$ cat config.mk
export PLATFORM = sky130hd
export DESIGN_NAME = local_mem_as_avalon
export DESIGN_NICKNAME = d
export VERILOG_FILES = /design/src/logic/avmm_pkg.sv /design/src/logic/avmm_burst_mapper.sv /design/src/logic/avmm_reg_pipe.sv /design/src/logic/local_mem_as_avalon.sv
export VERILOG_INCLUDE_DIRS = /design/src /design/src/logic
export SDC_FILE = /design/constraint.sdc
export NUM_CORES = 1
export LEC_CHECK = 0
export BUFFER_PORTS_ARGS = -buffer_cell sky130_fd_sc_hd__buf_2
export CAP_MARGIN = 20
export CORE_ASPECT_RATIO = 1.5
export CORE_MARGIN = 5
export CORE_UTILIZATION = 56
export DETAILED_ROUTE_END_ITERATION = 16
export PLACE_DENSITY = 0.84
export SKIP_CTS_REPAIR_TIMING = 1
export SLEW_MARGIN = 30
export SYNTH_ARGS = -nofsm -noshare
export SYNTH_HDL_FRONTEND = slang
export SYNTH_SLANG_ARGS = --single-unit
$ cat constraint.sdc
create_clock -name clk -period 6.7 [get_ports clk]
set_input_delay 1.34 -clock clk [delete_from_list [all_inputs] [get_ports clk]]
set_output_delay 1.34 -clock clk [all_outputs]
set_load 0.01 [all_outputs]
$ cat src/logic/avmm_defs.svh
/*
 * Widths and limits shared by the Avalon local-memory shim.
 * Included by the package and by any module that sizes logic from these values.
 */

`ifndef AVMM_DEFS_SVH
`define AVMM_DEFS_SVH

// ==============================
// Address and data
// ==============================

// Word address, one address per data beat
`define AVMM_ADDR_WIDTH 16

// Equal on the AFU and FIU sides
`define AVMM_DATA_WIDTH 32

// ==============================
// Burst counts
// ==============================

// AFU bursts go up to 16 beats, so the count needs 5 bits
`define AVMM_AFU_BURST_WIDTH 5

// The FIU side takes at most 4 beats per command
`define AVMM_FIU_BURST_WIDTH 3
`define AVMM_FIU_MAX_BURST 4

`endif

$ cat src/logic/avmm_pkg.sv
/*
 * Request, response and state types for the Avalon local-memory shim.
 * Modules name these types with avmm_pkg:: in port lists and import the package in bodies.
 */

`include "avmm_defs.svh"

package avmm_pkg;

    // ==============================
    // Requests
    // ==============================

    // AFU-side request, burst count wide enough for the largest AFU burst
    // Only one of read or write may be high in a given cycle
    typedef struct packed {
        logic                             read;
        logic                             write;
        logic [`AVMM_ADDR_WIDTH-1:0]      address;
        logic [`AVMM_AFU_BURST_WIDTH-1:0] burstcount;
        logic [`AVMM_DATA_WIDTH-1:0]      writedata;
        logic [`AVMM_DATA_WIDTH/8-1:0]    byteenable;
    } avmm_afu_req_t;

    // FIU-side request, same fields with the narrower burst count
    typedef struct packed {
        logic                             read;
        logic                             write;
        logic [`AVMM_ADDR_WIDTH-1:0]      address;
        logic [`AVMM_FIU_BURST_WIDTH-1:0] burstcount;
        logic [`AVMM_DATA_WIDTH-1:0]      writedata;
        logic [`AVMM_DATA_WIDTH/8-1:0]    byteenable;
    } avmm_fiu_req_t;

    // ==============================
    // Responses and state
    // ==============================

    // Read data returns one beat per cycle with no back-pressure
    typedef struct packed {
        logic                        readdatavalid;
        logic [`AVMM_DATA_WIDTH-1:0] readdata;
    } avmm_rsp_t;

    // Burst mapper FSM
    // MAP_WRITE covers the data beats of a write burst, MAP_READ the extra read chunks
    typedef enum logic [1:0] {
        MAP_IDLE,
        MAP_WRITE,
        MAP_READ
    } map_state_e;

endpackage

$ cat src/logic/avmm_burst_mapper.sv
/*
 * Cuts AFU bursts into FIU-sized chunks with a zero-latency request path.
 * Writes are split beat by beat; reads are reissued as several FIU commands
 * while the AFU is held off with waitrequest.
 */

`timescale 1ns/1ps

`include "avmm_defs.svh"

module avmm_burst_mapper
(
    input  logic                   clk,
    input  logic                   reset,

    input  avmm_pkg::avmm_afu_req_t afu_req,
    output logic                   afu_waitrequest,

    output avmm_pkg::avmm_fiu_req_t map_req,
    input  logic                   map_waitrequest
);

    import avmm_pkg::*;

    localparam int ADDR_W = `AVMM_ADDR_WIDTH;
    localparam int AFU_BW = `AVMM_AFU_BURST_WIDTH;
    localparam int FIU_BW = `AVMM_FIU_BURST_WIDTH;

    // The FIU limit in both counter widths
    localparam logic [AFU_BW-1:0] MAX_AFU = AFU_BW'(`AVMM_FIU_MAX_BURST);
    localparam logic [FIU_BW-1:0] MAX_FIU = FIU_BW'(`AVMM_FIU_MAX_BURST);

    // ==============================
    // State
    // ==============================

    map_state_e state;

    // Low in reset and for the first cycle after it, so the AFU sees one
    // cycle of waitrequest before the first request may go through
    logic ready_q;

    // For writes this is the address of the next data beat
    // For reads it is the address of the next chunk to issue
    logic [ADDR_W-1:0] run_addr;

    // Beats of the AFU burst that have not yet gone out
    logic [AFU_BW-1:0] beats_left;

    // Write data beats still owed to the current FIU chunk
    // Zero means the next write beat opens a new chunk
    logic [FIU_BW-1:0] chunk_left;

    // ==============================
    // Current chunk
    // ==============================

    logic [ADDR_W-1:0] cur_addr;
    logic [AFU_BW-1:0] cur_left;
    logic              new_chunk;
    logic              last_chunk;
    logic [FIU_BW-1:0] cur_len;
    logic [AFU_BW-1:0] cur_len_afu;
    logic              map_accept;

    // In idle the burst is described by the AFU request itself
    // Once a burst is under way the running registers take over
    assign cur_addr = (state == MAP_IDLE) ? afu_req.address : run_addr;
    assign cur_left = (state == MAP_IDLE) ? afu_req.burstcount : beats_left;

    // Every read command is a chunk header, and so is a write beat with nothing owed
    assign new_chunk = (state != MAP_WRITE) || (chunk_left == '0);

    // What is left fits in one FIU burst
    assign last_chunk = (cur_left <= MAX_AFU);

    // Chunk length is the smaller of the FIU limit and the remaining beats
    assign cur_len     = last_chunk ? cur_left[FIU_BW-1:0] : MAX_FIU;
    assign cur_len_afu = AFU_BW'(cur_len);

    // ==============================
    // Request path
    // ==============================

    // Reads are blocked in the middle of a write burst and writes in the
    // middle of a read split, so a stray command cannot cut into a burst
    always_comb
    begin
        map_req.read       = ready_q && afu_req.read && (state != MAP_WRITE);
        map_req.write      = ready_q && afu_req.write && (state != MAP_READ);
        map_req.address    = cur_addr;
        map_req.burstcount = cur_len;
        map_req.writedata  = afu_req.writedata;
        map_req.byteenable = afu_req.byteenable;
    end

    // The FIU side ignores address and burstcount on write data beats, so
    // driving the beat address and remaining length there is harmless

    assign map_accept = (map_req.read || map_req.write) && !map_waitrequest;

    // A read command is consumed only when its last chunk is accepted
    // Write beats follow the downstream waitrequest one for one
    assign afu_waitrequest = !ready_q || map_waitrequest || (afu_req.read && !last_chunk);

    // ==============================
    // FSM and counters
    // ==============================

    always_ff @(posedge clk)
    begin
        if (reset)
        begin
            state   <= MAP_IDLE;
            ready_q <= 1'b0;
        end
        else
        begin
            ready_q <= 1'b1;

            if (map_accept)
            begin
                if (map_req.read)
                begin
                    state <= last_chunk ? MAP_IDLE : MAP_READ;
                end
                else
                begin
                    // Return to idle with the final data beat of the AFU burst
                    state <= (cur_left == AFU_BW'(1)) ? MAP_IDLE : MAP_WRITE;
                end
            end
        end
    end

    // Running address and beat counters of the burst under way
    always_ff @(posedge clk)
    begin
        if (map_accept)
        begin
            if (map_req.read)
            begin
                // Skip past the chunk just issued
                run_addr   <= cur_addr + ADDR_W'(cur_len);
                beats_left <= cur_left - cur_len_afu;
            end
            else
            begin
                run_addr   <= cur_addr + ADDR_W'(1);
                beats_left <= cur_left - AFU_BW'(1);

                // A header beat counts as the first beat of its own chunk
                if (new_chunk)
                begin
                    chunk_left <= cur_len - FIU_BW'(1);
                end
                else
                begin
                    chunk_left <= chunk_left - FIU_BW'(1);
                end
            end
        end
    end

    // ==============================
    // Checks
    // ==============================

    // A zero-beat burst would leave the counters wrapping through the FSM
    afu_burst_nonzero: assert property (@(posedge clk) disable iff (reset)
        (afu_req.read || afu_req.write) |-> (afu_req.burstcount != '0));

    // Every command header leaving the mapper must fit the FIU and carry at least one beat
    map_burst_limit: assert property (@(posedge clk) disable iff (reset)
        ((map_req.read || map_req.write) && new_chunk)
            |-> ((map_req.burstcount != '0) && (map_req.burstcount <= MAX_FIU)));

endmodule

$ cat src/logic/avmm_reg_pipe.sv
/*
 * Timing stages between the burst mapper and the FIU port.
 * Requests pass through skid-buffered stages that honour waitrequest;
 * read responses pass through an equal number of plain registers.
 */

`timescale 1ns/1ps

module avmm_reg_pipe
#(
    parameter int N_REG_STAGES = 2
)
(
    input  logic                    clk,
    input  logic                    reset,

    input  avmm_pkg::avmm_fiu_req_t src_req,
    output logic                    src_waitrequest,
    output avmm_pkg::avmm_rsp_t     src_rsp,

    output avmm_pkg::avmm_fiu_req_t sink_req,
    input  logic                    sink_waitrequest,
    input  avmm_pkg::avmm_rsp_t     sink_rsp
);

    import avmm_pkg::*;

    // Index 0 is the source end of each chain and index N_REG_STAGES the sink end
    // With no stages both ends are the same element and the module is wires
    avmm_fiu_req_t stage_req  [N_REG_STAGES+1];
    logic          stage_wait [N_REG_STAGES+1];
    avmm_rsp_t     stage_rsp  [N_REG_STAGES+1];

    assign stage_req[0]  = src_req;
    assign src_waitrequest = stage_wait[0];
    assign sink_req      = stage_req[N_REG_STAGES];

    assign stage_wait[N_REG_STAGES] = sink_waitrequest;
    assign stage_rsp[N_REG_STAGES]  = sink_rsp;
    assign src_rsp                  = stage_rsp[0];

    genvar i;

    generate
        for (i = 0; i < N_REG_STAGES; i++)
        begin : stg
            // ==============================
            // Request skid stage
            // ==============================

            avmm_fiu_req_t out_q;
            avmm_fiu_req_t skid_q;
            logic          skid_full;
            logic          out_free;

            // The output slot can load when it is empty or being taken this cycle
            assign out_free = !(out_q.read || out_q.write) || !stage_wait[i+1];

            assign stage_req[i+1] = out_q;

            // Upstream waitrequest comes straight from a flop, which breaks
            // the combinational waitrequest path at every stage
            assign stage_wait[i] = skid_full;

            always_ff @(posedge clk)
            begin
                // Skid contents drain first so beat order is kept
                if (out_free)
                begin
                    out_q <= skid_full ? skid_q : stage_req[i];
                end
                else if (!skid_full)
                begin
                    // Output is stalled, so park whatever arrives in the skid
                    skid_q <= stage_req[i];
                end

                if (reset)
                begin
                    out_q.read  <= 1'b0;
                    out_q.write <= 1'b0;
                    skid_full   <= 1'b0;
                end
                else if (out_free)
                begin
                    skid_full <= 1'b0;
                end
                else if (stage_req[i].read || stage_req[i].write)
                begin
                    // A beat accepted while the output is stuck fills the skid
                    skid_full <= 1'b1;
                end
            end

            // ==============================
            // Response stage
            // ==============================

            avmm_rsp_t rsp_q;

            assign stage_rsp[i] = rsp_q;

            // readdatavalid has no back-pressure, so one flop per stage is enough
            always_ff @(posedge clk)
            begin
                rsp_q.readdata <= stage_rsp[i+1].readdata;

                if (reset)
                begin
                    rsp_q.readdatavalid <= 1'b0;
                end
                else
                begin
                    rsp_q.readdatavalid <= stage_rsp[i+1].readdatavalid;
                end
            end
        end
    endgenerate

    // The source must hold a stalled request until it is taken, otherwise
    // a beat can change under the skid register and be lost
    src_hold_stable: assert property (@(posedge clk) disable iff (reset)
        (src_req.read || src_req.write) && src_waitrequest |=> $stable(src_req));

endmodule

$ cat src/logic/local_mem_as_avalon.sv
/*
 * Presents a platform local-memory port to an AFU as Avalon-MM.
 * Large AFU bursts are split for the FIU, then pass through N_REG_STAGES timing stages.
 */

`timescale 1ns/1ps

module local_mem_as_avalon
#(
    parameter int N_REG_STAGES = 2
)
(
    input  logic                    clk,
    input  logic                    reset,

    // AFU side
    input  avmm_pkg::avmm_afu_req_t afu_req,
    output logic                    afu_waitrequest,
    output avmm_pkg::avmm_rsp_t     afu_rsp,

    // FIU side
    output avmm_pkg::avmm_fiu_req_t fiu_req,
    input  logic                    fiu_waitrequest,
    input  avmm_pkg::avmm_rsp_t     fiu_rsp
);

    import avmm_pkg::*;

    // ==============================
    // Stage order
    // ==============================

    // Bursts are mapped first, right at the AFU edge, so that everything
    // downstream carries FIU-sized commands only. The timing stages then sit
    // between the mapper and the FIU, where their registered waitrequest
    // also cuts the combinational path back through the mapper.

    // Mapper output, already in FIU burst units
    avmm_fiu_req_t map_req;
    logic          map_waitrequest;

    avmm_burst_mapper burst_map
    (
        .clk             (clk),
        .reset           (reset),
        .afu_req         (afu_req),
        .afu_waitrequest (afu_waitrequest),
        .map_req         (map_req),
        .map_waitrequest (map_waitrequest)
    );

    // Read data is in FIU order, which is already AFU order, so the
    // pipe's response goes back to the AFU untouched
    avmm_reg_pipe
    #(
        .N_REG_STAGES (N_REG_STAGES)
    )
    mem_pipe
    (
        .clk              (clk),
        .reset            (reset),
        .src_req          (map_req),
        .src_waitrequest  (map_waitrequest),
        .src_rsp          (afu_rsp),
        .sink_req         (fiu_req),
        .sink_waitrequest (fiu_waitrequest),
        .sink_rsp         (fiu_rsp)
    );

endmodule

==> flow_summary.toml <==
[status]
status = "completed"

[power]
p_switching_mw = 0.8940
power_frac_clock = 0.383
p_int_mw = 3.321
p_leak_nw = 5.297
ir_drop_mv = 0.2449
switching_share = 0.2121
combPwrFrac = 0.071
power_density_nw_per_um2 = 307.8
seqPwrFrac = 0.546

[setup_path]
cp_max_fo = 17
crit_top_cell = "nand2_1"
cp-end-kind = "primary output"
cpPeakStageDelay_ns = 0.76
start_kind = "flop"
r2r_start = "burst_map.state[1]$_SDFFE_PP0P_"
crit_required_ns = 5.36
path_buf_inv = 1
rrSetupSlack_ns = 2.41
path_class = "reg2out"
crit_slowest_cell = "dfxtp_1"
r2r_cells = 11
critPathLaunch = "burst_map.state[1]$_SDFFE_PP0P_"
worstPathCellList = "or2_2, mux2i_1, ha_1, o21ai_1, nand2_1, nand2_1, buf_2"
worstPathArrival_ns = 3.01
critical_path.top_delay_family = "flip-flops"
r2r-end = "burst_map.run_addr[15]$_DFFE_PP_"

[placed_design]
place_congestion = 0.8411
dp_worst_setup_slack_ns = 1.965
hpwl_um = 14040
port_buffers = 185

[min_path]
hold_end = "mem_pipe.src_rsp[21]$_DFF_P_"
worstHoldPathCells = 0
min_from = "mem_pipe.stage_rsp[54]$_DFF_P_"
hold_path.class = "reg2reg"

[sta]
totalNegativeSetupSlack_ns = 0
period_needed_ns = 4.348
finalHoldViolCount = 0
post-route-period-util = 0.6490
rsz0062_at_grt = "false"
finalSetupViolCount = 0
max_freq_ghz = 0.2300
tightest_slew_ns = 0.9478
slew_violations = 0
finalClockSkew_ns = 0.009904
slew_headroom = 0.3681
layout_setup_ws_ns = 2.352

[die]
die_area_um2 = 24880
die_w_um = 130.5
row_count = 66
num_io_pins = 186
die_h_um = 190.7
core-area_um2 = 21550
start_util = 0.5657

[synth]
syn-num-nets = 856
postSynthAreaPerCell_um2 = 16.19
seq_area_frac_synth = 0.7266
netlist_area_um2 = 12190
synth-async-reset-ratio = 0
synth_ff_type = "edfxtp_1"
synthCells = 753
synth-edff-count = 245
ys_warn_count = 0
synth.ff_latch_count = 320
ys_types = 54

[clocking]
cts_buffer_depth = 3
insertion_delay_ns = 0.53
clk_pin_slew_ns = 0.07
cts_tree = "built"
clockRootBuffer = "clkbuf_16"
cts_sinks = 320
ctsHtreeMaxLevel = 1
numCtsBuffers = 29

[drt]
wl_met2_um = 11120
drt_iter0_drc = 329
wirelength_um = 21320
drc = 0
dr.pass1.iters = 4
wl_met3_um = 1526
via_per_inst = 5.336
wl_per_cell_um = 18.43
dr.max_layer_used = "met4"
vias = 6174
drt.antenna.violating_nets = 0
met1_length_um = 8009

[global_routing]
grt_pass1_wl_um = 33870
grt_pass1_vias = 6684
grt_start_max_net_pins = 69
grt_use_total = 0.1723
grt_overflow = 0
grt_antenna_before_repair = 1

[layout]
drive_gt1_frac = 0.3959
area_growth_pct = 12.34
nets = 965

[run]
max_cap_viol_count = 0
state kept, by name (all words and copies together) (netlist names):
name	cells
burst_map.beats_left	5
burst_map.ready_q	1
burst_map.run_addr	16
burst_map.state	2
mem_pipe.sink_req	57
mem_pipe.src_rsp	33
mem_pipe.src_waitrequest	1
mem_pipe.stage_req	57
mem_pipe.stage_rsp	33
mem_pipe.stg.skid_full	1
mem_pipe.stg.skid_q	114
Yosys cell counts, drive strengths merged, types with 2 or more instances:
master | instances | share of area
mux2i | 27 | 0.022
xor2 | 12 | 0.0086
inv | 23 | 0.0071
a21oi | 15 | 0.0062
o211ai | 5 | 0.0046
xnor2 | 6 | 0.0043
nor3 | 7 | 0.0029
nand2 | 47 | 0.014
a21o | 3 | 0.0018
nor2b | 3 | 0.0015
a22o | 3 | 0.0022
edfxtp | 245 | 0.60
ha | 7 | 0.0072
o22ai | 2 | 0.0010
dfxtp | 75 | 0.12
mux2 | 98 | 0.091
o21ai | 16 | 0.0066
nand4bb | 3 | 0.0028
o31ai | 2 | 0.0012
buf | 102 | 0.061
nor2 | 6 | 0.0021
nand3 | 10 | 0.0045
clkbuf | 12 | 0.0037
and3 | 2 | 0.0010
cells by family after synthesis:
group,Yosys count,synth area share
compound gates,56,0.03089
xor+xnor,18,0.01293
fa+ha+maj,9,0.009647
buf+inv,137,0.07153
mux,125,0.1127
simple gates,87,0.03541
other cells,1,0.0003076
flops,320,0.7266
worst max path at each step:
stage	endpoint	slack [ns]	cells after the start
global placement	burst_map.run_addr[11]$_DFFE_PP_	2.13	11
detailed placement	burst_map.run_addr[15]$_DFFE_PP_	1.97	11
finish	afu_waitrequest	2.35	7
CTS	afu_waitrequest	2.34	7
global route	burst_map.run_addr[7]$_DFFE_PP_	1.96	11
floorplan	mem_pipe.stg[1].skid_q[0]$_DFFE_PN_	0.96	2
power groups by stage:
stage	clock network (mW)	logic, mW	registers (mW)
after detailed placement	0	0.300	2.35
after global routing	1.74	0.329	2.31
final	1.62	0.297	2.30
after CTS	1.66	0.301	2.30
after global placement	0	0.287	2.34
after floorplan	0	0.241	2.33
stage by stage:
stage	cells	utilization	instance area [um^2]	hold WS (ns)	power, mW
after floorplan	753	-	12190	0.3096	2.569
after global placement	1103	0.5915	12750	0.3098	2.627
after detailed placement	1103	0.5915	12750	0.3121	2.647
after CTS	1156	0.6353	13690	0.3265	4.263
after global routing	1157	0.6354	13700	0.3326	4.385
final	1157	0.6354	13700	0.3219	4.215
layout make-up:
cell class,count,area (um^2)
Clock buffer,37,807.0
Timing Repair Buffer,192,978.4
Antenna cell,1,2.502
Clock inverter,16,136.4
Fill cell,1586,7858
Tap cell,272,340.3
Sequential cell,320,8861
Multi-Input combinational cell,296,2484
Inverter,23,86.33
cells in the final DEF (no fill, tap or decap), drive strengths merged, types with 15 or more instances in the layout:
master    n
edfxtp  245
buf     192
mux2     98
dfxtp    75
nand2    47
clkbuf   37
mux2i    27
inv      25
o21ai    16
a21oi    15
routing by layer:
| metal | up-vias | global-route usage |
|---|---|---|
| met5 | - | 0 |
| met4 | 0 | 0.06097 |
| met3 | 46 | 0.03840 |
| met2 | 213 | 0.3061 |
| met1 | 3039 | 0.2037 |
| li1 | 2876 | - |
Note: power is estimated with default switching activity, not from simulation.
